**config.mk**
```make
export PLATFORM = sky130hd
export DESIGN_NAME = mt0_flat
export DESIGN_NICKNAME = d
export VERILOG_FILES = /design/src/hdl/kl_sbus_pkg.sv /design/src/hdl/mbox_mem_if.sv /design/src/hdl/sbus_if.sv /design/src/hdl/mt0.sv /design/src/flat_wrapper.sv
export SDC_FILE = /design/constraint.sdc
export NUM_CORES = 1
export LEC_CHECK = 0
export ABC_AREA = 1
export BUFFER_PORTS_ARGS = -buffer_cell sky130_fd_sc_hd__buf_2
export CAP_MARGIN = 20
export CORE_AREA = 2 2 133 83
export CTS_BUF_LIST = sky130_fd_sc_hd__clkbuf_2 sky130_fd_sc_hd__clkbuf_4 sky130_fd_sc_hd__clkbuf_8
export CTS_CLUSTER_SIZE = 30
export DETAILED_ROUTE_END_ITERATION = 12
export DIE_AREA = 0 0 135 85
export PLACE_DENSITY_LB_ADDON = 0.15
export SLEW_MARGIN = 20
export SYNTH_ARGS = -nofsm -noshare
export SYNTH_HDL_FRONTEND = slang
export SYNTH_SLANG_ARGS = --single-unit
```
**constraint.sdc**
```tcl
create_clock -name sbus_clk -period 1.4 [get_ports sbus_clk]
set_input_delay 0.07 -clock sbus_clk [delete_from_list [all_inputs] [get_ports sbus_clk]]
set_output_delay 0.07 -clock sbus_clk [all_outputs]
set_load 0.01 [all_outputs]
```
**src/hdl/kl_sbus_pkg.sv**
```systemverilog
`default_nettype none

package kl_sbus_pkg;

  // Storage bus word address and data widths
  localparam int ADR_W = 22;
  localparam int WORD_W = 36;

  // Physical word address as seen on SBUS
  typedef logic [ADR_W-1:0] adr_t;
  // One 36-bit memory word, parity travels separately
  typedef logic [WORD_W-1:0] word_t;

  // Words backed by the array, anything above is non-existent
  localparam int MEM_WORDS = 256;
  localparam int MEM_AW = $clog2(MEM_WORDS);
  // Index of an even/odd word pair inside the array
  typedef logic [MEM_AW-2:0] pair_idx_t;

  // Cycles from sampled rq to acknowledge
  localparam int ACK_DELAY = 2;
  // Cycles from acknowledge to first read data valid
  localparam int RD_DELAY = 2;

  // Delay counter shared by acknowledge and read timing
  localparam int DLY_MAX = (ACK_DELAY > RD_DELAY) ? ACK_DELAY : RD_DELAY;
  localparam int DLY_W = $clog2(DLY_MAX + 1);
  typedef logic [DLY_W-1:0] dly_t;

endpackage

`default_nettype wire

```
**src/hdl/mbox_mem_if.sv**
```systemverilog
`timescale 1ns/10ps
`default_nettype none

interface mbox_mem_if;
  import kl_sbus_pkg::*;

  // Request strobes from the memory port
  logic  mem_rq;
  logic  mem_rd_rq;
  logic  mem_wr_rq;
  logic  mem_start_a;
  logic  mem_start_b;
  // Address and its hold enable
  logic  sbus_adr_hold;
  adr_t  pma;
  // Write data path, mem_data_to_mem turns the bus around
  logic  mem_data_to_mem;
  word_t mb;
  logic  data_valid_a_out;
  logic  data_valid_b_out;
  // Diagnostic controls
  logic  diag_adr_par;
  logic  diag_data_par;
  logic  diag_mem_reset;

  // Responses passed back by the translator
  logic  mem_ackn_a;
  logic  mem_ackn_b;
  logic  mem_data_valid_a;
  logic  mem_data_valid_b;
  word_t mem_data_in;
  logic  mem_error;
  logic  adr_par_err;
  logic  mem_data_par_err;

  modport port (
    output mem_rq, mem_rd_rq, mem_wr_rq, mem_start_a, mem_start_b,
    output sbus_adr_hold, pma, mem_data_to_mem, mb,
    output data_valid_a_out, data_valid_b_out,
    output diag_adr_par, diag_data_par, diag_mem_reset,
    input  mem_ackn_a, mem_ackn_b, mem_data_valid_a, mem_data_valid_b,
    input  mem_data_in, mem_error, adr_par_err, mem_data_par_err
  );

  modport xlat (
    input  mem_rq, mem_rd_rq, mem_wr_rq, mem_start_a, mem_start_b,
    input  sbus_adr_hold, pma, mem_data_to_mem, mb,
    input  data_valid_a_out, data_valid_b_out,
    input  diag_adr_par, diag_data_par, diag_mem_reset,
    output mem_ackn_a, mem_ackn_b, mem_data_valid_a, mem_data_valid_b,
    output mem_data_in, mem_error, adr_par_err, mem_data_par_err
  );

endinterface

`default_nettype wire

```
**src/hdl/sbus_if.sv**
```systemverilog
`timescale 1ns/10ps
`default_nettype none

interface sbus_if;
  import kl_sbus_pkg::*;

  // Request side, driven by the translator
  logic  rq;
  logic  rd_rq;
  logic  wr_rq;
  logic  start_a;
  logic  start_b;
  adr_t  adr;
  logic  adr_par;
  // Data toward memory, split from the return path
  word_t d_out;
  logic  data_par_out;
  logic  data_valid_a_out;
  logic  data_valid_b_out;
  logic  mem_reset;

  // Response side, driven by the memory controller
  logic  ackn_a;
  logic  ackn_b;
  logic  data_valid_a;
  logic  data_valid_b;
  word_t d_in;
  logic  data_par_in;
  logic  error;
  logic  adr_par_err;

  modport mbox (
    output rq, rd_rq, wr_rq, start_a, start_b, adr, adr_par,
    output d_out, data_par_out, data_valid_a_out, data_valid_b_out, mem_reset,
    input  ackn_a, ackn_b, data_valid_a, data_valid_b,
    input  d_in, data_par_in, error, adr_par_err
  );

  modport mem (
    input  rq, rd_rq, wr_rq, start_a, start_b, adr, adr_par,
    input  d_out, data_par_out, data_valid_a_out, data_valid_b_out, mem_reset,
    output ackn_a, ackn_b, data_valid_a, data_valid_b,
    output d_in, data_par_in, error, adr_par_err
  );

endinterface

`default_nettype wire

```
**src/hdl/mt0.sv**
```systemverilog
`timescale 1ns/10ps
`default_nettype none

module mt0 (
  input wire       sbus_clk,
  input wire       arst_n,
  mbox_mem_if.xlat mbox,
  sbus_if.mbox     sbus
);
  import kl_sbus_pkg::*;

  // Held SBUS address
  adr_t adr_q;
  logic to_mem;

  // Address follows pma while hold is up, keeps its value otherwise
  always_ff @(posedge sbus_clk or negedge arst_n) begin
    if (!arst_n) begin
      adr_q <= '0;
    end else if (mbox.sbus_adr_hold) begin
      adr_q <= mbox.pma;
    end
  end

  assign to_mem = mbox.mem_data_to_mem;

  // Strobes and address toward memory
  always_comb begin
    sbus.rq        = mbox.mem_rq;
    sbus.rd_rq     = mbox.mem_rd_rq;
    sbus.wr_rq     = mbox.mem_wr_rq;
    sbus.start_a   = mbox.mem_start_a;
    sbus.start_b   = mbox.mem_start_b;
    sbus.mem_reset = mbox.diag_mem_reset;
    sbus.adr       = adr_q;
    // Odd parity over the held address, diag flips it
    sbus.adr_par   = ~^adr_q ^ mbox.diag_adr_par;
  end

  // Acknowledge and error strobes back to the MBOX
  always_comb begin
    mbox.mem_ackn_a  = sbus.ackn_a;
    mbox.mem_ackn_b  = sbus.ackn_b;
    mbox.mem_error   = sbus.error;
    mbox.adr_par_err = sbus.adr_par_err;
  end

  // Data turnaround
  always_comb begin
    // Write direction, only while the port owns the data lines
    sbus.d_out            = to_mem ? mbox.mb : '0;
    sbus.data_valid_a_out = to_mem & mbox.data_valid_a_out;
    sbus.data_valid_b_out = to_mem & mbox.data_valid_b_out;
    // Odd write parity, forced bad under diag
    sbus.data_par_out     = to_mem & (~^mbox.mb ^ mbox.diag_data_par);
    // Read direction
    mbox.mem_data_in      = to_mem ? '0 : sbus.d_in;
    mbox.mem_data_valid_a = ~to_mem & sbus.data_valid_a;
    mbox.mem_data_valid_b = ~to_mem & sbus.data_valid_b;
    // Word plus parity must hold an odd number of ones
    mbox.mem_data_par_err = ~to_mem & (sbus.data_valid_a | sbus.data_valid_b) &
                            ~(^{sbus.data_par_in, sbus.d_in});
  end

endmodule

`default_nettype wire

```
**src/flat_wrapper.sv**
```systemverilog
// flat-port wrapper written by rule: the top's interface ports become plain ports
module mt0_flat import kl_sbus_pkg::*;
  (sbus_clk, arst_n, mbox_mem_rq, mbox_mem_rd_rq, mbox_mem_wr_rq, mbox_mem_start_a, mbox_mem_start_b, mbox_sbus_adr_hold, mbox_pma, mbox_mem_data_to_mem, mbox_mb, mbox_data_valid_a_out, mbox_data_valid_b_out, mbox_diag_adr_par, mbox_diag_data_par, mbox_diag_mem_reset, mbox_mem_ackn_a, mbox_mem_ackn_b, mbox_mem_data_valid_a, mbox_mem_data_valid_b, mbox_mem_data_in, mbox_mem_error, mbox_adr_par_err, mbox_mem_data_par_err, sbus_rq, sbus_rd_rq, sbus_wr_rq, sbus_start_a, sbus_start_b, sbus_adr, sbus_adr_par, sbus_d_out, sbus_data_par_out, sbus_data_valid_a_out, sbus_data_valid_b_out, sbus_mem_reset, sbus_ackn_a, sbus_ackn_b, sbus_data_valid_a, sbus_data_valid_b, sbus_d_in, sbus_data_par_in, sbus_error, sbus_adr_par_err);
  mbox_mem_if mbox_i ();
  sbus_if sbus_i ();
  input wire sbus_clk;
  input wire arst_n;
  input wire logic [$bits(mbox_i.mem_rq)-1:0] mbox_mem_rq;
  input wire logic [$bits(mbox_i.mem_rd_rq)-1:0] mbox_mem_rd_rq;
  input wire logic [$bits(mbox_i.mem_wr_rq)-1:0] mbox_mem_wr_rq;
  input wire logic [$bits(mbox_i.mem_start_a)-1:0] mbox_mem_start_a;
  input wire logic [$bits(mbox_i.mem_start_b)-1:0] mbox_mem_start_b;
  input wire logic [$bits(mbox_i.sbus_adr_hold)-1:0] mbox_sbus_adr_hold;
  input wire logic [$bits(mbox_i.pma)-1:0] mbox_pma;
  input wire logic [$bits(mbox_i.mem_data_to_mem)-1:0] mbox_mem_data_to_mem;
  input wire logic [$bits(mbox_i.mb)-1:0] mbox_mb;
  input wire logic [$bits(mbox_i.data_valid_a_out)-1:0] mbox_data_valid_a_out;
  input wire logic [$bits(mbox_i.data_valid_b_out)-1:0] mbox_data_valid_b_out;
  input wire logic [$bits(mbox_i.diag_adr_par)-1:0] mbox_diag_adr_par;
  input wire logic [$bits(mbox_i.diag_data_par)-1:0] mbox_diag_data_par;
  input wire logic [$bits(mbox_i.diag_mem_reset)-1:0] mbox_diag_mem_reset;
  output wire logic [$bits(mbox_i.mem_ackn_a)-1:0] mbox_mem_ackn_a;
  output wire logic [$bits(mbox_i.mem_ackn_b)-1:0] mbox_mem_ackn_b;
  output wire logic [$bits(mbox_i.mem_data_valid_a)-1:0] mbox_mem_data_valid_a;
  output wire logic [$bits(mbox_i.mem_data_valid_b)-1:0] mbox_mem_data_valid_b;
  output wire logic [$bits(mbox_i.mem_data_in)-1:0] mbox_mem_data_in;
  output wire logic [$bits(mbox_i.mem_error)-1:0] mbox_mem_error;
  output wire logic [$bits(mbox_i.adr_par_err)-1:0] mbox_adr_par_err;
  output wire logic [$bits(mbox_i.mem_data_par_err)-1:0] mbox_mem_data_par_err;
  output wire logic [$bits(sbus_i.rq)-1:0] sbus_rq;
  output wire logic [$bits(sbus_i.rd_rq)-1:0] sbus_rd_rq;
  output wire logic [$bits(sbus_i.wr_rq)-1:0] sbus_wr_rq;
  output wire logic [$bits(sbus_i.start_a)-1:0] sbus_start_a;
  output wire logic [$bits(sbus_i.start_b)-1:0] sbus_start_b;
  output wire logic [$bits(sbus_i.adr)-1:0] sbus_adr;
  output wire logic [$bits(sbus_i.adr_par)-1:0] sbus_adr_par;
  output wire logic [$bits(sbus_i.d_out)-1:0] sbus_d_out;
  output wire logic [$bits(sbus_i.data_par_out)-1:0] sbus_data_par_out;
  output wire logic [$bits(sbus_i.data_valid_a_out)-1:0] sbus_data_valid_a_out;
  output wire logic [$bits(sbus_i.data_valid_b_out)-1:0] sbus_data_valid_b_out;
  output wire logic [$bits(sbus_i.mem_reset)-1:0] sbus_mem_reset;
  input wire logic [$bits(sbus_i.ackn_a)-1:0] sbus_ackn_a;
  input wire logic [$bits(sbus_i.ackn_b)-1:0] sbus_ackn_b;
  input wire logic [$bits(sbus_i.data_valid_a)-1:0] sbus_data_valid_a;
  input wire logic [$bits(sbus_i.data_valid_b)-1:0] sbus_data_valid_b;
  input wire logic [$bits(sbus_i.d_in)-1:0] sbus_d_in;
  input wire logic [$bits(sbus_i.data_par_in)-1:0] sbus_data_par_in;
  input wire logic [$bits(sbus_i.error)-1:0] sbus_error;
  input wire logic [$bits(sbus_i.adr_par_err)-1:0] sbus_adr_par_err;
  assign mbox_i.mem_rq = mbox_mem_rq;
  assign mbox_i.mem_rd_rq = mbox_mem_rd_rq;
  assign mbox_i.mem_wr_rq = mbox_mem_wr_rq;
  assign mbox_i.mem_start_a = mbox_mem_start_a;
  assign mbox_i.mem_start_b = mbox_mem_start_b;
  assign mbox_i.sbus_adr_hold = mbox_sbus_adr_hold;
  assign mbox_i.pma = mbox_pma;
  assign mbox_i.mem_data_to_mem = mbox_mem_data_to_mem;
  assign mbox_i.mb = mbox_mb;
  assign mbox_i.data_valid_a_out = mbox_data_valid_a_out;
  assign mbox_i.data_valid_b_out = mbox_data_valid_b_out;
  assign mbox_i.diag_adr_par = mbox_diag_adr_par;
  assign mbox_i.diag_data_par = mbox_diag_data_par;
  assign mbox_i.diag_mem_reset = mbox_diag_mem_reset;
  assign mbox_mem_ackn_a = mbox_i.mem_ackn_a;
  assign mbox_mem_ackn_b = mbox_i.mem_ackn_b;
  assign mbox_mem_data_valid_a = mbox_i.mem_data_valid_a;
  assign mbox_mem_data_valid_b = mbox_i.mem_data_valid_b;
  assign mbox_mem_data_in = mbox_i.mem_data_in;
  assign mbox_mem_error = mbox_i.mem_error;
  assign mbox_adr_par_err = mbox_i.adr_par_err;
  assign mbox_mem_data_par_err = mbox_i.mem_data_par_err;
  assign sbus_rq = sbus_i.rq;
  assign sbus_rd_rq = sbus_i.rd_rq;
  assign sbus_wr_rq = sbus_i.wr_rq;
  assign sbus_start_a = sbus_i.start_a;
  assign sbus_start_b = sbus_i.start_b;
  assign sbus_adr = sbus_i.adr;
  assign sbus_adr_par = sbus_i.adr_par;
  assign sbus_d_out = sbus_i.d_out;
  assign sbus_data_par_out = sbus_i.data_par_out;
  assign sbus_data_valid_a_out = sbus_i.data_valid_a_out;
  assign sbus_data_valid_b_out = sbus_i.data_valid_b_out;
  assign sbus_mem_reset = sbus_i.mem_reset;
  assign sbus_i.ackn_a = sbus_ackn_a;
  assign sbus_i.ackn_b = sbus_ackn_b;
  assign sbus_i.data_valid_a = sbus_data_valid_a;
  assign sbus_i.data_valid_b = sbus_data_valid_b;
  assign sbus_i.d_in = sbus_d_in;
  assign sbus_i.data_par_in = sbus_data_par_in;
  assign sbus_i.error = sbus_error;
  assign sbus_i.adr_par_err = sbus_adr_par_err;
  mt0 u_core (.sbus_clk(sbus_clk), .arst_n(arst_n), .mbox(mbox_i), .sbus(sbus_i));
endmodule
```
==> impl_metrics.csv <==
group,metric,value,unit
clocking,cts.sinks,22,
route,wl_met1,3880,um
finish,layoutNonFillerInstCount,829,
critical_path,r2r_slack,0.50,ns
finish,n_antenna_cell,0,
critical_path,cp.arrival,1.69,ns
route,viasPerCell,4.05,
clocking,clkTransAtPathRegs,0.08,ns
global_route,grt_pass1_wl,13100,um
route,wl_met2,4090,um
critical_path,critPathLaunch,"u_core.sbus.adr[17]",
worst_hold_path,hp-start,"mbox_pma[4]",
finish,largest_register_ff_count,22,
power_and_ir_drop,leakage,3.03,nW
route,dr.max_layer_used,"met4",
finish,layout.area.seq,551,um2
synthesis,syn_area,0.00291,mm2
clocking,insertion_delay,0.26,ns
finish,post_route_cells_drive_above_1_share,0.477,
sta,finalHoldViolations,0,
sta,rsz0062_at_grt,"yes",
synthesis,synth.distinct_cells,16,
place,port_buffers,205,
sta,slew_headroom,0.656,
route,post_drt_wl_per_cell,10.3,um
global_route,grt_antenna_before_repair,0,
sta,period_needed,1.76,ns
die,core_area,0.0103,mm2
critical_path,cp_max_fo,3,
clocking,cts_tree,"yes",
place,place_hpwl,7000,um
critical_path,r2r_start,"u_core.sbus.adr[18]",
synthesis,synth-warning-count,0,
sta,slew_viol_final,0,
global_route,grt_usage,0.135,
sta,setup_viol,1,
critical_path,cp-start-kind,"flip-flop",
route,dr.pass1.iters,4,
sta,layout_setup_ws,-0.359,ns
power_and_ir_drop,pwr_density_cell,717,mW/mm2
finish,num-fill-cells,1074,
worst_hold_path,holdPathEnd,"u_core.sbus.adr[4]",
finish,final_common_cell,"buf_2",
critical_path,setup.worst_path.end_class,"primary output",
finish,nNetsFinal,806,
synthesis,syn-num-nets,604,
clocking,cts_buffers,3,
worst_hold_path,hold_depth,2,
finish,syn_to_final_growth,63.1,%
critical_path,crit_required,1.33,ns
clocking,clockRootBuffer,"clkbuf_8",
sta,clock_skew,0,ns
die,num_io_pins,226,
outcome,outcome,"complete, but fails checks",
synthesis,yosysSeqAreaShare,0.189,
finish,multi_input_area,0.00221,mm2
clocking,cts-htree-levels,1,
critical_path,rr_endpoint,"u_core.sbus.adr[18]",
finish,final_cell_mix,"169 x buf_2, 145 x nand2_1, 99 x inv_1",
synthesis,synth.avg_cell_area,5.96,um2
sta,worstMarginPinSlew,0.516,ns
global_route,grt_max_degree,41,
run,drv_cap,0,
die,die_h,85,um
route,postRouteAntennaNets,0,
die,row_count,29,
sta,clock.fmax,569,MHz
route,vias,3360,
place,gp_congestion,0.710,
place,place_worst_setup_slack,-0.0981,ns
clocking,cts_buffer_depth,2,
critical_path,critical_path_class,"flip-flop to primary output",
outcome,violations,"negative setup slack",
global_route,grt_pass1_vias,3009,
worst_hold_path,hold_path_class,"primary input to flip-flop",
place,dp_cells,823,
route,drt-initial-drc-count,42,
power_and_ir_drop,ir_worst_vdd,0.729,mV
synthesis,syn_inst,489,
synthesis,synth-seq-cells,22,
route,drc,0,
sta,fin_crit_sh,1.26,
die,fp.dieW,135,um
route,wl_met3,507,um
die,start_util,0.283,
critical_path,r2r_cells,2,
route,totalWireLength,8540,um
die,dieArea,0.0115,mm2
global_route,gr-total-overflow,0,
==> layer usage <==
layer	track usage	vias to the layer above
li1	-	1783
met1	0.181	1471
met2	0.237	100
met3	0.0227	6
met4	0.0170	0
met5	0	-
==> kinds of logic (layout without fill, tap and decap cells) <==
group                     Yosys count  in the layout  synth area share
DFF                                22             22             0.189
and+or+nand+nor                   240            240             0.320
buffers and inverters             131            332             0.183
AOI/OAI and AO/OA                   3              3           0.00515
xor gates and xnor gates           71             71             0.219
muxes                              22             22            0.0851
==> Yosys cell counts <==
cell      instances  share of area
nand2_1         176           0.23
buf_2             2         0.0034
dfrtp_1          22           0.19
inv_1           110           0.14
nand3b_1          4          0.010
buf_4            10          0.026
nand3_1          12          0.021
a21oi_1           2         0.0034
clkbuf_1          7         0.0090
o21ai_0           1         0.0017
xnor2_1          40           0.12
xor2_1           29          0.087
nor2_1           48          0.062
mux2_2           22          0.085
buf_1             2         0.0026
xor2_2            2          0.011
==> where the power goes <==
part           switching (mW)  internal (mW)
Sequential             0.0521          0.699
Combinational            1.08          0.989
Clock                   0.203          0.382
==> final cells by class <==
cell class / instances / area share
well taps: 139 / 0.0366
clock inverters: 1 / 0.00632
multi-input cells: 336 / 0.466
flip-flops and latches: 22 / 0.116
clock buffers: 3 / 0.00869
repair buffers: 218 / 0.279
inverters: 110 / 0.0874
==> metrics by stage <==
| step | TNS, ns | cell area [um2] | power, mW | hold WS [ns] | util |
|---|---|---|---|---|---|
| 2_1_floorplan | 0 | 2910 | 1.89 | -0.226 | - |
| 3_3_place_gp | -0.0735 | 4090 | 2.50 | 0.0610 | 0.397 |
| 3_5_place_dp | -0.0981 | 4090 | 2.53 | 0.0702 | 0.397 |
| 4_1_cts | -0.369 | 4180 | 3.20 | 0.0240 | 0.406 |
| 5_1_grt | -0.663 | 4750 | 3.73 | 0.0249 | 0.461 |
| 6_report | -0.359 | 4750 | 3.41 | 0.0347 | 0.461 |
==> what timing repair did <==
action	4_1_cts	5_1_grt
resized for setup	1	164
setup endpoints to repair	1	3
endpoints found under the hold margin	22	0
hold buffers	1	0
setup buffers	1	0
pin swaps	4	83
==> critical path, stage by stage (launching register included) <==
cell,delay [ns]
dfrtp_1,0.40
xor2_1,0.20
xnor2_1,0.16
xor2_1,0.21
inv_1,0.07
nand2_1,0.06
nand2_1,0.06
inv_1,0.05
nand2_1,0.04
nand2_1,0.08
buf_6,0.11
==> how the worst max path moves through the flow <==
stage                               to  slack (ns)
final                     sbus_adr_par       -0.36
after floorplan           sbus_adr_par        0.04
after detailed placement  sbus_adr_par        -0.1
after global routing      sbus_adr_par       -0.56
after global placement    sbus_adr_par       -0.07
after CTS                 sbus_adr_par       -0.37
(Power assumes the default switching activity.)
