### src/hdl/kl_sbus_pkg.sv
`default_nettype none

package kl_sbus_pkg;

  // Storage bus word address and data widths
  localparam int ADR_W = 22;
  localparam int WORD_W = 36;

  // Physical word address as seen on SBUS
  typedef logic [ADR_W-1:0] adr_t;
  // One 36-bit memory word, parity travels separately
  typedef logic [WORD_W-1:0] word_t;

  // Words backed by the array, anything above is non-existent
  localparam int MEM_WORDS = 256;
  localparam int MEM_AW = $clog2(MEM_WORDS);
  // Index of an even/odd word pair inside the array
  typedef logic [MEM_AW-2:0] pair_idx_t;

  // Cycles from sampled rq to acknowledge
  localparam int ACK_DELAY = 2;
  // Cycles from acknowledge to first read data valid
  localparam int RD_DELAY = 2;

  // Delay counter shared by acknowledge and read timing
  localparam int DLY_MAX = (ACK_DELAY > RD_DELAY) ? ACK_DELAY : RD_DELAY;
  localparam int DLY_W = $clog2(DLY_MAX + 1);
  typedef logic [DLY_W-1:0] dly_t;

endpackage

`default_nettype wire

### src/hdl/kl_mbox_pkg.sv
`default_nettype none

package kl_mbox_pkg;

  // Word select of a pair
  // Bit 0 is word A (even), bit 1 is word B (odd)
  typedef logic [1:0] wmask_t;

  // Memory port sequencer states
  typedef enum logic [2:0] {
    idle,
    request,
    wait_ack,
    xfer,
    finish
  } port_state_e;

  // Cycles without acknowledge before the port gives up
  localparam int NXM_TIMEOUT = 8;
  // Counter wide enough to reach the timeout
  typedef logic [$clog2(NXM_TIMEOUT)-1:0] nxm_cnt_t;

endpackage

`default_nettype wire

### src/hdl/mbox_mem_if.sv
`timescale 1ns/10ps
`default_nettype none

interface mbox_mem_if;
  import kl_sbus_pkg::*;

  // Request strobes from the memory port
  logic  mem_rq;
  logic  mem_rd_rq;
  logic  mem_wr_rq;
  logic  mem_start_a;
  logic  mem_start_b;
  // Address and its hold enable
  logic  sbus_adr_hold;
  adr_t  pma;
  // Write data path, mem_data_to_mem turns the bus around
  logic  mem_data_to_mem;
  word_t mb;
  logic  data_valid_a_out;
  logic  data_valid_b_out;
  // Diagnostic controls
  logic  diag_adr_par;
  logic  diag_data_par;
  logic  diag_mem_reset;

  // Responses passed back by the translator
  logic  mem_ackn_a;
  logic  mem_ackn_b;
  logic  mem_data_valid_a;
  logic  mem_data_valid_b;
  word_t mem_data_in;
  logic  mem_error;
  logic  adr_par_err;
  logic  mem_data_par_err;

  modport port (
    output mem_rq, mem_rd_rq, mem_wr_rq, mem_start_a, mem_start_b,
    output sbus_adr_hold, pma, mem_data_to_mem, mb,
    output data_valid_a_out, data_valid_b_out,
    output diag_adr_par, diag_data_par, diag_mem_reset,
    input  mem_ackn_a, mem_ackn_b, mem_data_valid_a, mem_data_valid_b,
    input  mem_data_in, mem_error, adr_par_err, mem_data_par_err
  );

  modport xlat (
    input  mem_rq, mem_rd_rq, mem_wr_rq, mem_start_a, mem_start_b,
    input  sbus_adr_hold, pma, mem_data_to_mem, mb,
    input  data_valid_a_out, data_valid_b_out,
    input  diag_adr_par, diag_data_par, diag_mem_reset,
    output mem_ackn_a, mem_ackn_b, mem_data_valid_a, mem_data_valid_b,
    output mem_data_in, mem_error, adr_par_err, mem_data_par_err
  );

endinterface

`default_nettype wire

### src/hdl/mbox_mem_port.sv
`timescale 1ns/10ps
`default_nettype none

module mbox_mem_port (
  input  wire                     sbus_clk,
  input  wire                     arst_n,
  input  wire                     crobar,
  input  wire                     req,
  input  wire                     req_wr,
  input  wire kl_mbox_pkg::wmask_t req_mask,
  input  wire kl_sbus_pkg::adr_t  req_adr,
  input  wire kl_sbus_pkg::word_t req_wdata_a,
  input  wire kl_sbus_pkg::word_t req_wdata_b,
  input  wire                     diag_adr_par,
  input  wire                     diag_data_par,
  output logic                    busy,
  output logic                    done,
  output kl_sbus_pkg::word_t      rdata_a,
  output kl_sbus_pkg::word_t      rdata_b,
  output logic                    err_nxm,
  output logic                    err_adr_par,
  output logic                    err_data_par,
  mbox_mem_if.port                mem
);
  import kl_sbus_pkg::*;
  import kl_mbox_pkg::*;

  port_state_e state, state_d;
  // Latched request
  logic        rq_wr;
  wmask_t      rq_mask;
  logic        rq_diag_adr;
  logic        rq_diag_data;
  adr_t        rq_adr;
  word_t       rq_wdata_a;
  word_t       rq_wdata_b;
  // Transfer progress
  logic        word_b;
  wmask_t      pend, pend_d;
  nxm_cnt_t    timer;
  word_t       rd_a, rd_a_d;
  word_t       rd_b, rd_b_d;
  logic        dpar, dpar_d;
  logic        ack, timeout, nxm_hit, apar_hit, rq_on;

  assign ack     = mem.mem_ackn_a | mem.mem_ackn_b;
  assign timeout = (timer == nxm_cnt_t'(NXM_TIMEOUT - 1));
  assign busy    = (state != idle);
  assign done    = (state == finish);
  // Request strobes stay up until memory answers or we give up
  assign rq_on   = (state == request) || (state == wait_ack);

  always_comb begin
    state_d  = state;
    pend_d   = pend;
    rd_a_d   = rd_a;
    rd_b_d   = rd_b;
    dpar_d   = dpar;
    nxm_hit  = 1'b0;
    apar_hit = 1'b0;
    case (state)
      idle: begin
        if (req) begin
          dpar_d  = 1'b0;
          state_d = request;
        end
      end
      request: state_d = wait_ack;
      wait_ack: begin
        // Error wins, then acknowledge, then timeout
        if (mem.mem_error) begin
          apar_hit = mem.adr_par_err;
          state_d  = finish;
        end else if (ack) begin
          pend_d  = rq_mask;
          state_d = xfer;
        end else if (timeout) begin
          nxm_hit = 1'b1;
          state_d = finish;
        end
      end
      xfer: begin
        if (rq_wr) begin
          if (word_b || !rq_mask[1]) state_d = finish;
        end else begin
          // Collect read words as they show up
          if (mem.mem_data_valid_a) begin
            rd_a_d    = mem.mem_data_in;
            pend_d[0] = 1'b0;
          end
          if (mem.mem_data_valid_b) begin
            rd_b_d    = mem.mem_data_in;
            pend_d[1] = 1'b0;
          end
          dpar_d = dpar | mem.mem_data_par_err;
          if (pend_d == 2'b00) state_d = finish;
        end
      end
      finish: state_d = idle;
      default: state_d = idle;
    endcase
  end

  always_ff @(posedge sbus_clk or negedge arst_n) begin
    if (!arst_n) begin
      state        <= idle;
      rq_wr        <= 1'b0;
      rq_mask      <= '0;
      rq_diag_adr  <= 1'b0;
      rq_diag_data <= 1'b0;
      word_b       <= 1'b0;
      pend         <= '0;
      timer        <= '0;
      dpar         <= 1'b0;
      err_nxm      <= 1'b0;
      err_adr_par  <= 1'b0;
      err_data_par <= 1'b0;
    end else begin
      state <= state_d;
      pend  <= pend_d;
      dpar  <= dpar_d;
      timer <= (state == wait_ack) ? timer + 1'b1 : '0;
      if (state == idle && req) begin
        rq_wr        <= req_wr;
        rq_mask      <= req_mask;
        rq_diag_adr  <= diag_adr_par;
        rq_diag_data <= diag_data_par;
      end
      // Skip word A when only B is selected
      if (state == wait_ack) word_b <= ~rq_mask[0];
      else if (state == xfer) word_b <= 1'b1;
      // Results change only on the way into done
      if (state_d == finish) begin
        err_nxm      <= nxm_hit;
        err_adr_par  <= apar_hit;
        err_data_par <= dpar_d;
      end
    end
  end

  // Payload, no reset
  always_ff @(posedge sbus_clk) begin
    if (state == idle && req) begin
      rq_adr     <= req_adr;
      rq_wdata_a <= req_wdata_a;
      rq_wdata_b <= req_wdata_b;
    end
    rd_a <= rd_a_d;
    rd_b <= rd_b_d;
    if (state_d == finish) begin
      rdata_a <= rd_a_d;
      rdata_b <= rd_b_d;
    end
  end

  always_comb begin
    mem.mem_rq           = rq_on;
    mem.mem_rd_rq        = rq_on & ~rq_wr;
    mem.mem_wr_rq        = rq_on & rq_wr;
    mem.mem_start_a      = rq_on & rq_mask[0];
    mem.mem_start_b      = rq_on & rq_mask[1];
    mem.sbus_adr_hold    = busy & ~done;
    mem.pma              = rq_adr;
    mem.mem_data_to_mem  = (state == xfer) & rq_wr;
    // One word per cycle, A first
    mem.mb               = word_b ? rq_wdata_b : rq_wdata_a;
    mem.data_valid_a_out = mem.mem_data_to_mem & ~word_b & rq_mask[0];
    mem.data_valid_b_out = mem.mem_data_to_mem & word_b & rq_mask[1];
    mem.diag_adr_par     = rq_diag_adr;
    mem.diag_data_par    = rq_diag_data;
    // Power-fail crowbar resets the memory controller
    mem.diag_mem_reset   = crobar;
  end

endmodule

`default_nettype wire

### src/flat_wrapper.sv
// flat-port wrapper written by rule: the top's interface ports become plain ports
module mbox_mem_port_flat import kl_sbus_pkg::*; import kl_mbox_pkg::*;
  (sbus_clk, arst_n, crobar, req, req_wr, req_mask, req_adr, req_wdata_a, req_wdata_b, diag_adr_par, diag_data_par, busy, done, rdata_a, rdata_b, err_nxm, err_adr_par, err_data_par, mem_mem_rq, mem_mem_rd_rq, mem_mem_wr_rq, mem_mem_start_a, mem_mem_start_b, mem_sbus_adr_hold, mem_pma, mem_mem_data_to_mem, mem_mb, mem_data_valid_a_out, mem_data_valid_b_out, mem_diag_adr_par, mem_diag_data_par, mem_diag_mem_reset, mem_mem_ackn_a, mem_mem_ackn_b, mem_mem_data_valid_a, mem_mem_data_valid_b, mem_mem_data_in, mem_mem_error, mem_adr_par_err, mem_mem_data_par_err);
  mbox_mem_if mem_i ();
  input  wire sbus_clk;
  input  wire arst_n;
  input  wire crobar;
  input  wire req;
  input  wire req_wr;
  input  wire kl_mbox_pkg::wmask_t req_mask;
  input  wire kl_sbus_pkg::adr_t req_adr;
  input  wire kl_sbus_pkg::word_t req_wdata_a;
  input  wire kl_sbus_pkg::word_t req_wdata_b;
  input  wire diag_adr_par;
  input  wire diag_data_par;
  output logic busy;
  output logic done;
  output kl_sbus_pkg::word_t rdata_a;
  output kl_sbus_pkg::word_t rdata_b;
  output logic err_nxm;
  output logic err_adr_par;
  output logic err_data_par;
  output wire logic [$bits(mem_i.mem_rq)-1:0] mem_mem_rq;
  output wire logic [$bits(mem_i.mem_rd_rq)-1:0] mem_mem_rd_rq;
  output wire logic [$bits(mem_i.mem_wr_rq)-1:0] mem_mem_wr_rq;
  output wire logic [$bits(mem_i.mem_start_a)-1:0] mem_mem_start_a;
  output wire logic [$bits(mem_i.mem_start_b)-1:0] mem_mem_start_b;
  output wire logic [$bits(mem_i.sbus_adr_hold)-1:0] mem_sbus_adr_hold;
  output wire logic [$bits(mem_i.pma)-1:0] mem_pma;
  output wire logic [$bits(mem_i.mem_data_to_mem)-1:0] mem_mem_data_to_mem;
  output wire logic [$bits(mem_i.mb)-1:0] mem_mb;
  output wire logic [$bits(mem_i.data_valid_a_out)-1:0] mem_data_valid_a_out;
  output wire logic [$bits(mem_i.data_valid_b_out)-1:0] mem_data_valid_b_out;
  output wire logic [$bits(mem_i.diag_adr_par)-1:0] mem_diag_adr_par;
  output wire logic [$bits(mem_i.diag_data_par)-1:0] mem_diag_data_par;
  output wire logic [$bits(mem_i.diag_mem_reset)-1:0] mem_diag_mem_reset;
  input wire logic [$bits(mem_i.mem_ackn_a)-1:0] mem_mem_ackn_a;
  input wire logic [$bits(mem_i.mem_ackn_b)-1:0] mem_mem_ackn_b;
  input wire logic [$bits(mem_i.mem_data_valid_a)-1:0] mem_mem_data_valid_a;
  input wire logic [$bits(mem_i.mem_data_valid_b)-1:0] mem_mem_data_valid_b;
  input wire logic [$bits(mem_i.mem_data_in)-1:0] mem_mem_data_in;
  input wire logic [$bits(mem_i.mem_error)-1:0] mem_mem_error;
  input wire logic [$bits(mem_i.adr_par_err)-1:0] mem_adr_par_err;
  input wire logic [$bits(mem_i.mem_data_par_err)-1:0] mem_mem_data_par_err;
  assign mem_mem_rq = mem_i.mem_rq;
  assign mem_mem_rd_rq = mem_i.mem_rd_rq;
  assign mem_mem_wr_rq = mem_i.mem_wr_rq;
  assign mem_mem_start_a = mem_i.mem_start_a;
  assign mem_mem_start_b = mem_i.mem_start_b;
  assign mem_sbus_adr_hold = mem_i.sbus_adr_hold;
  assign mem_pma = mem_i.pma;
  assign mem_mem_data_to_mem = mem_i.mem_data_to_mem;
  assign mem_mb = mem_i.mb;
  assign mem_data_valid_a_out = mem_i.data_valid_a_out;
  assign mem_data_valid_b_out = mem_i.data_valid_b_out;
  assign mem_diag_adr_par = mem_i.diag_adr_par;
  assign mem_diag_data_par = mem_i.diag_data_par;
  assign mem_diag_mem_reset = mem_i.diag_mem_reset;
  assign mem_i.mem_ackn_a = mem_mem_ackn_a;
  assign mem_i.mem_ackn_b = mem_mem_ackn_b;
  assign mem_i.mem_data_valid_a = mem_mem_data_valid_a;
  assign mem_i.mem_data_valid_b = mem_mem_data_valid_b;
  assign mem_i.mem_data_in = mem_mem_data_in;
  assign mem_i.mem_error = mem_mem_error;
  assign mem_i.adr_par_err = mem_adr_par_err;
  assign mem_i.mem_data_par_err = mem_mem_data_par_err;
  mbox_mem_port u_core (.sbus_clk(sbus_clk), .arst_n(arst_n), .crobar(crobar), .req(req), .req_wr(req_wr), .req_mask(req_mask), .req_adr(req_adr), .req_wdata_a(req_wdata_a), .req_wdata_b(req_wdata_b), .diag_adr_par(diag_adr_par), .diag_data_par(diag_data_par), .busy(busy), .done(done), .rdata_a(rdata_a), .rdata_b(rdata_b), .err_nxm(err_nxm), .err_adr_par(err_adr_par), .err_data_par(err_data_par), .mem(mem_i));
endmodule
### config.mk
export PLATFORM = sky130hd
export DESIGN_NAME = mbox_mem_port_flat
export DESIGN_NICKNAME = d
export VERILOG_FILES = /design/src/hdl/kl_sbus_pkg.sv /design/src/hdl/kl_mbox_pkg.sv /design/src/hdl/mbox_mem_if.sv /design/src/hdl/mbox_mem_port.sv /design/src/flat_wrapper.sv
export SDC_FILE = /design/constraint.sdc
export NUM_CORES = 1
export LEC_CHECK = 0
export ABC_CLOCK_PERIOD_IN_PS = 5000
export BUFFER_PORTS_ARGS = -buffer_cell sky130_fd_sc_hd__buf_4
export CAP_MARGIN = 20
export CORE_MARGIN = 2
export CORE_UTILIZATION = 25
export CTS_CLUSTER_SIZE = 20
export DETAILED_ROUTE_END_ITERATION = 16
export PLACE_DENSITY = 0.43
export SYNTH_ARGS = -nofsm -noshare
export SYNTH_HDL_FRONTEND = slang
export SYNTH_SLANG_ARGS = --single-unit
### constraint.sdc
create_clock -name sbus_clk -period 5 [get_ports sbus_clk]
set_input_delay 0.25 -clock sbus_clk [delete_from_list [all_inputs] [get_ports sbus_clk]]
set_output_delay 0.25 -clock sbus_clk [all_outputs]
set_load 0.05 [all_outputs]
==> results of run 1 <==
==> timing repair <==
item / in CTS / in global routing
hold buffers: 138 / 0
setup endpoints to repair: 0 / 0
hold endpoints to repair: 191 / 0
==> cell usage in the layout, fill, tap and decap left out, drive strengths merged <==
master         n
clkinv        12
and2           2
clkinvlp       1
ha             2
a31oi          1
buf          297
a22o           2
and4bb         1
nand2          6
dlygate4sd3  138
o22ai          1
o211ai         2
or2            2
edfxtp       166
nor2b          3
o2bb2ai        1
or3            2
nor2           9
a311o          2
inv            8
dfxtp         72
xnor2          1
and3           5
o21ai          3
mux2         113
dfrtp         18
a32o           2
clkbuf        37
a21oi          2
a21boi         1
nor3           4
bufinv         2
==> sequential cells by signal, indices dropped and copies added (netlist names), 3 cells and up <==
signal	count
u_core.rd_b	36
u_core.rd_a	36
u_core.rq_wdata_b	36
u_core.state	3
u_core.rq_wdata_a	36
u_core.rdata_a	36
u_core.mem.pma	22
u_core.timer	3
u_core.rdata_b	36
==> worst max-delay path: stages (launching register included) <==
cell	delay, ps
dfrtp_1	470
or3_1	400
a311o_1	410
inv_2	460
buf_4	630
==> power by group <==
| part | internal (mW) | switching [mW] | total [mW] |
|---|---|---|---|
| clock | 1.19 | 0.808 | 2.00 |
| combinational | 1.07 | 2.12 | 3.18 |
| sequential | 3.13 | 0.211 | 3.34 |
| total | 5.39 | 3.14 | 8.53 |
==> final timing paths <==
kind | start | to | slack [ps] | cells past startpoint
max | u_core.rq_wr | u_core.rdata_a[29] | 2230 | 4
min | mem_mem_data_par_err | u_core.dpar | 60 | 3
max reg2reg | u_core.rq_wr | u_core.rdata_a[29] | 2230 | 4
min reg2reg | u_core.timer[0] | u_core.timer[0] | 430 | 1
max in group asynchronous | arst_n | u_core.word_b | 4670 | 2
min in group asynchronous | arst_n | u_core.err_nxm | 130 | 2
==> kinds of logic (layout without fill, tap and decap cells) <==
| group | after synthesis | count (layout) | share of synthesized area [%] |
|---|---|---|---|
| XOR/XNOR | 1 | 1 | 0.102 |
| buffers and inverters | 21 | 495 | 1.18 |
| multiplexers | 113 | 113 | 14.8 |
| AO/OA/AOI/OAI | 17 | 17 | 1.47 |
| flip-flops | 256 | 256 | 79.9 |
| adder cells (fa/ha/maj) | 2 | 2 | 0.291 |
| AND/OR/NAND/NOR | 34 | 34 | 2.20 |
==> metal layers <==
layer,vias up,routed length (um)
met5,-,0
met4,0,514
met3,40,2670
met2,248,10700
met1,2698,8950
li1,2582,-
==> per-stage QoR <==
stage,util (%),total power [mW],instances,area [um2]
2_1_floorplan,-,5.52,444,8600
3_3_place_gp,33.6,6.44,1175,11300
3_5_place_dp,33.6,6.52,1175,11300
4_1_cts,40.4,8.66,1366,13600
5_1_grt,40.4,8.94,1366,13600
6_report,40.4,8.53,1366,13600
==> final cells by class <==
| class | instances | share of cell area [%] |
|---|---|---|
| clock inverters | 16 | 1.00 |
| inverters | 7 | 0.193 |
| multi-input cells | 167 | 12.0 |
| clock buffers | 37 | 5.70 |
| flip-flops and latches | 256 | 50.5 |
| repair buffers | 435 | 26.5 |
| well taps | 448 | 4.12 |
==> impl_metrics.ini, run 1 <==
[floorplanning]
fp.coreArea_um2 = 33700
rows = 67
start_util_pct = 25.5
dieArea_um2 = 35900
die_x_um = 190
die_h_um = 190
ios = 293

[timing]
hold_viol_final = 0
slew_headroom_pct = 52.1
whs_ps = 56.1
timing.final.crit_share_pct = 55.4
min_period_ps = 2770
rsz0062_at_grt = false
tns_ps = 0
clock_skew_ps = 14.6
maxSlewViolCount = 0
worst_slack_ps = 2230
tightest_slew_ps = 717
max_freq_mhz = 361
finalSetupViolations = 0

[synthesis]
synthArstFlopShare_pct = 7.03
synth_cells = 444
ys_ff_latch = 256
synth_nets = 592
yosys.area.top_type_share_pct = 57.9
seq_area_frac_synth_pct = 79.9
ys_types = 34
avgSynthCellArea_um2 = 19.4
synth_ff_type = edfxtp_1
synth_edf_count = 166
synth_most_common_cell = edfxtp_1
synth_area_um2 = 8600
yosys.area.top_type = edfxtp_1
synth.area.top_cells = edfxtp_1 58%, dfxtp_1 17%, mux2_2 15%, dfrtp_1 5.2%, buf_2 0.52%
yosys_warnings = 0
ys_top_cells_by_count = 166 x edfxtp_1, 112 x mux2_2, 72 x dfxtp_1, 18 x dfrtp_1, 9 x buf_2

[clock_tree]
path_clk_slew_ps = 60
cts_max_level = 1
clkSinkCount = 256
cts_tree = yes
cts_made_buffers = 29
cts_setup_buffers = 0
cts_buffer_depth = 3
clkLatencyLatePin_ps = 540
cts_resized = 0
cts_root_buf = clkbuf_16

[worst_setup_path]
required_ps = 5170
crit_type = flip-flop to flip-flop
critPathArrivalTime_ps = 2940
critPathLaunchType = flip-flop
crit_fanout = 48
endpoint_kind = flip-flop

[detailed_routing]
totalWireLength_um = 22900
dr.pass1.iters = 4
wl_per_cell_um = 16.7
vias = 5568
drc = 0
vias_per_cell = 4.08
drtIter0Drc = 188
postRouteAntennaNets = 0

[global_route]
grt-busiest-layer = met2
antenna_found_initial = 0
grt_overflow = 0
use_met3_pct = 5.73
grtUsageTotal_pct = 12.3
met1_usage_pct = 14.1
grt_pass1_wl_um = 34500
grt_pass1_vias = 6037
use_met2_pct = 20.9
grt_max_degree = 49

[placement]
preCtsSetupSlack_ps = 2170
gp_congestion = 0.828
dp_hpwl_um = 15700
io_buffers = 290

[finish]
final_nets = 1044
multiInputGateArea_um2 = 1630
layout-drive-gt1-share_pct = 50.0
register_area_um2 = 6880
num_antenna_cells = 0
num-fill-cells = 3150
syn2layout_area_growth_pct = 58.3

[run]
max-cap-violations = 0

[pwr]
p_leak_nw = 5.56
p_per_area_nw_per_um2 = 626
ir_drop_mv = 0.305

[worst_hold_path]
hold_path.class = input pin to flip-flop

[outcome]
outcome = finished, final reports clean
Power figures use the tool's default switching activity.
==> run 2, diff against run 1 <==
--- a/config.mk
+++ b/config.mk
@@ -5,7 +5,7 @@
 export SDC_FILE = /design/constraint.sdc
 export NUM_CORES = 1
 export LEC_CHECK = 0
-export ABC_CLOCK_PERIOD_IN_PS = 5000
+export ABC_CLOCK_PERIOD_IN_PS = 2800
 export BUFFER_PORTS_ARGS = -buffer_cell sky130_fd_sc_hd__buf_4
 export CAP_MARGIN = 20
 export CORE_MARGIN = 2
==> constraint.sdc (replaced) <==
create_clock -name sbus_clk -period 2.8 [get_ports sbus_clk]
set_input_delay 0.14 -clock sbus_clk [delete_from_list [all_inputs] [get_ports sbus_clk]]
set_output_delay 0.14 -clock sbus_clk [all_outputs]
set_load 0.05 [all_outputs]
==> impl_metrics.ini, run 2 (synthesis results as in run 1) <==
[finish]
final_common_cell = buf_4
syn2layout_area_growth_pct = 59.1
layout-drive-gt1-share_pct = 49.3
final_cell_mix = 293 x buf_4, 166 x edfxtp_1, 143 x dlygate4sd3_1
num_antenna_cells = 0
final_nets = 1049
layout.cells.non_filler = 1370
utilization_pct = 40.6

[pwr]
ir_drop_mv = 0.510
p_leak_nw = 5.57
p_per_area_nw_per_um2 = 1100

[clock_tree]
cts_max_level = 1
clkSinkCount = 256
cts_hold_buf = 143
path_clk_slew_ps = 60
cts_tree = yes
cts_setup_buffers = 0
cts_made_buffers = 28
cts_buffer_depth = 3
clkLatencyLatePin_ps = 540
cts_resized = 0
cts_root_buf = clkbuf_16

[placement]
dp_hpwl_um = 15400
preCtsSetupSlack_ps = 635
io_buffers = 290
gp_congestion = 0.801
placed_cells = 1176

[global_route]
grt_pass1_wl_um = 34200
grt_pass1_vias = 6068
grtUsageTotal_pct = 12.2
antenna_found_initial = 0
grt_overflow = 0
grt_max_degree = 73

[worst_hold_path]
whs_endpoint = u_core.err_nxm
hold_start = mem_mem_ackn_a
hold_path.class = input pin to flip-flop
whs_path_depth = 3

[timing]
rsz0062_at_grt = false
hold_viol_final = 0
max_freq_mhz = 461
min_period_ps = 2170
slew_headroom_pct = 44.6
maxSlewViolCount = 0
timing.final.crit_share_pct = 77.4
tightest_slew_ps = 828
clock_skew_ps = 16.6
finalSetupViolations = 0
worst_slack_ps = 633

[detailed_routing]
postRouteAntennaNets = 0
vias = 5510
dr.pass1.iters = 4
wl_per_cell_um = 16.3
drc = 0
drtIter0Drc = 144
vias_per_cell = 4.02
totalWireLength_um = 22400

[worst_setup_path]
crit_type = flip-flop to flip-flop
critPathSlowestCell = dfrtp_1
r2r-end = u_core.rdata_a[30]
critPathBufInv = 2
required_ps = 2990
regToRegSetupSlack_ps = 630
critPathArrivalTime_ps = 2360
endpoint_kind = flip-flop
crit_path_max_incr_delay_ps = 470
critPathLaunchType = flip-flop
r2r_cells = 4
crit_chain = or3_1 > a311o_1 > clkinvlp_4 > buf_12
worst_path_dominant_cell_family = flip-flops
rr_startpoint = u_core.rq_wr
crit_cells = 4
crit_fanout = 72

[floorplanning]
die_x_um = 190
ios = 293
dieArea_um2 = 35900
rows = 67
die_h_um = 190
start_util_pct = 25.5
fp.coreArea_um2 = 33700

[outcome]
outcome = finished, final reports clean

[run]
max-cap-violations = 0
==> run 2: power breakdown <==
part | internal [mW] | total (mW) | switching (mW)
combinational | 1.97 | 5.72 | 3.76
sequential | 5.58 | 5.96 | 0.379
clock | 2.02 | 3.42 | 1.40
total | 9.57 | 15.1 | 5.53
==> run 2: metrics by stage <==
step	instance area, um2	hold slack, ps	TNS [ps]	power [mW]
floorplan	8610	-156	-8410	9.83
global placement	11400	24.3	0	11.5
detailed placement	11400	26.7	0	11.7
CTS	13700	10.6	0	15.4
global route	13700	20.5	0	15.9
finish	13700	48.1	0	15.1
==> run 2: area by class of cell <==
cell class                 instances  area (um2)
clock buffer                      45         795
clock inverter                     6        67.6
fill                            3172       20000
inverter                           7        30.0
multi-input combinational        167        1630
sequential                       256        6880
tap                              448         561
timing repair buffer             441        3730
==> run 2: how the worst max path moves through the flow <==
stage	slack, ps	startpoint	end
floorplan	-220	u_core.state[0]	u_core.mem.diag_adr_par
global placement	640	u_core.rq_wr	u_core.rdata_a[31]
detailed placement	640	u_core.rq_wr	u_core.rdata_a[26]
CTS	590	u_core.word_b	mem_mb[31]
global route	510	u_core.word_b	mem_mb[31]
finish	630	u_core.rq_wr	u_core.rdata_a[30]
==> run 2: worst reg2reg max path, stage by stage, from the launching register on <==
cell	delay, ps
dfrtp_1	470
or3_1	400
a311o_1	420
clkinvlp_4	130
buf_12	300
==> run 2: per-layer routing <==
layer / vias up / global-route usage (%) / share of wire [%]
met5: - / 0 / 0
met4: 0 / 2.71 / 2.1
met3: 25 / 5.26 / 11
met2: 228 / 19.8 / 46
met1: 2664 / 15.0 / 41
li1: 2593 / - / -
==> run 3, diff against run 2 <==
--- a/config.mk
+++ b/config.mk
@@ -5,14 +5,14 @@
 export SDC_FILE = /design/constraint.sdc
 export NUM_CORES = 1
 export LEC_CHECK = 0
-export ABC_CLOCK_PERIOD_IN_PS = 2800
+export ABC_CLOCK_PERIOD_IN_PS = 1730
 export BUFFER_PORTS_ARGS = -buffer_cell sky130_fd_sc_hd__buf_4
 export CAP_MARGIN = 20
 export CORE_MARGIN = 2
 export CORE_UTILIZATION = 25
 export CTS_CLUSTER_SIZE = 20
 export DETAILED_ROUTE_END_ITERATION = 16
-export PLACE_DENSITY = 0.43
+export PLACE_DENSITY = 0.44
 export SYNTH_ARGS = -nofsm -noshare
 export SYNTH_HDL_FRONTEND = slang
 export SYNTH_SLANG_ARGS = --single-unit
==> constraint.sdc (replaced) <==
create_clock -name sbus_clk -period 1.73 [get_ports sbus_clk]
set_input_delay 0.0865 -clock sbus_clk [delete_from_list [all_inputs] [get_ports sbus_clk]]
set_output_delay 0.0865 -clock sbus_clk [all_outputs]
set_load 0.05 [all_outputs]
==> impl_metrics.ini, run 3 (synthesis results as in run 1) <==
[timing]
tightest_slew_ps = 863
clock_skew_ps = 9.93
whs_ps = 107
maxSlewViolCount = 0
timing.final.crit_share_pct = 114
slew_headroom_pct = 42.3
min_period_ps = 1970
worst_slack_ps = -240
rsz0062_at_grt = true
hold_viol_final = 0
max_freq_mhz = 508
finalSetupViolations = 283

[global_route]
grt_max_degree = 24
grt_overflow = 0
grt_pass1_vias = 6420
grtUsageTotal_pct = 13.8
grt-busiest-layer = met2
use_met3_pct = 6.17
grt_pass1_wl_um = 37900
use_met2_pct = 23.7
met1_usage_pct = 15.7
antenna_found_initial = 0

[finish]
design_area_um2 = 15500
final_nets = 1129
layout-drive-gt1-share_pct = 55.7
num_antenna_cells = 0
syn2layout_area_growth_pct = 80.5
final_common_cell = buf_4
final_cell_mix = 273 x buf_4, 166 x edfxtp_1, 142 x dlygate4sd3_1
layout.cells.non_filler = 1450

[detailed_routing]
dr.pass1.iters = 4
drc = 0
totalWireLength_um = 26400
wl_per_cell_um = 18.2
vias_per_cell = 4.10
postRouteAntennaNets = 0
drtIter0Drc = 229
vias = 5943

[clock_tree]
cts_max_level = 1
cts_buffer_depth = 3
cts_root_buf = clkbuf_16
path_clk_slew_ps = 60
cts_tree = yes
clkSinkCount = 256
cts_made_buffers = 29
clkLatencyLatePin_ps = 530

[floorplanning]
start_util_pct = 25.5
ios = 293
die_h_um = 190
rows = 67
fp.coreArea_um2 = 33700
die_x_um = 190
dieArea_um2 = 35900

[pwr]
p_per_area_nw_per_um2 = 1810
power.total_mw = 28.1
p_leak_nw = 6.55
ir_drop_mv = 0.846

[worst_setup_path]
crit_fanout = 19
cp-startpoint = u_core.pend[0]
rr_startpoint = u_core.pend[0]
critPathLaunchType = flip-flop
critPathArrivalTime_ps = 2210
endpoint_kind = flip-flop
required_ps = 1970
crit_type = flip-flop to flip-flop

[outcome]
violations = setup timing
outcome = finished, violations left

[placement]
placed_cells = 1209
gp_congestion = 0.837
preCtsSetupSlack_ps = -228
io_buffers = 290
dp_hpwl_um = 16900
postPlaceCellArea_um2 = 11700

[run]
max-cap-violations = 0

[worst_hold_path]
hold_path.class = input pin to flip-flop
hold_start = mem_mem_ackn_a
==> run 3: cell count changes in the layout (fill, tap and decap cells not counted), moves of 8 or more <==
cell       change
buf_12        +20
buf_4         -20
clkbuf_1       -8
clkbuf_16      +8
mux2_2        -48
buf_6         +32
buf_16         +9
mux2_4        +48
buf_8         +32
clkinv_2       +8
==> run 3: path summary, 6_finish.rpt <==
check | endpoint | slack [ps] | cells past startpoint
hold reg to reg | u_core.timer[0] | 460 | 1
min in group asynchronous | u_core.state[1] | 780 | 3
setup / recovery | u_core.rdata_a[30] | -240 | 6
hold / removal | u_core.state[1] | 110 | 5
setup reg to reg | u_core.rdata_a[30] | -240 | 6
max in group asynchronous | u_core.err_adr_par | 410 | 3
==> run 3: per-layer routing <==
| metal | share of wire [%] | up-vias |
|---|---|---|
| met5 | 0 | - |
| met4 | 2.1 | 0 |
| li1 | - | 2765 |
| met1 | 38 | 2893 |
| met2 | 49 | 253 |
| met3 | 11 | 32 |
==> run 3: timing repair <==
| item | CTS | global route |
|---|---|---|
| endpoints found under the hold margin | 267 | 0 |
| gates cloned | 13 | 10 |
| gates resized for setup | 112 | 97 |
| endpoints found under the setup margin | 197 | 312 |
| pin swaps | 10 | 12 |
| hold buffers | 142 | 0 |
| buffers inserted | 17 | 18 |
==> run 3: final cells by class <==
| class | count | area (um2) |
|---|---|---|
| fillers | 2986 | 18200 |
| repair buffers | 520 | 5240 |
| multi-input cells | 167 | 1960 |
| clock buffers | 36 | 762 |
| clock inverters | 16 | 104 |
| well taps | 448 | 561 |
| flip-flops and latches | 256 | 6880 |
| inverters | 7 | 30.0 |
==> run 3: per-stage QoR <==
stage          TNS (ps)  util, %
2_1_floorplan   -184060        -
3_3_place_gp     -14250     34.8
3_5_place_dp     -14770     34.8
4_1_cts          -30340     44.5
5_1_grt          -44420     46.1
6_report         -30090     46.1
==> run 3: report_power, final <==
group | total, mW | switching (mW) | internal [mW] | leakage [nW]
logic | 12.9 | 7.13 | 5.77 | 3.73
clock network | 5.57 | 2.32 | 3.25 | 0.435
registers | 9.63 | 0.596 | 9.04 | 2.38
==> run 3: worst max-delay path, cell delays in order, from the launching register on <==
cell and delay (ps):
dfrtp_1 380, nor2b_4 130, or3_1 360, a311o_1 330
clkinvlp_4 130, buf_12 150, buf_16 170
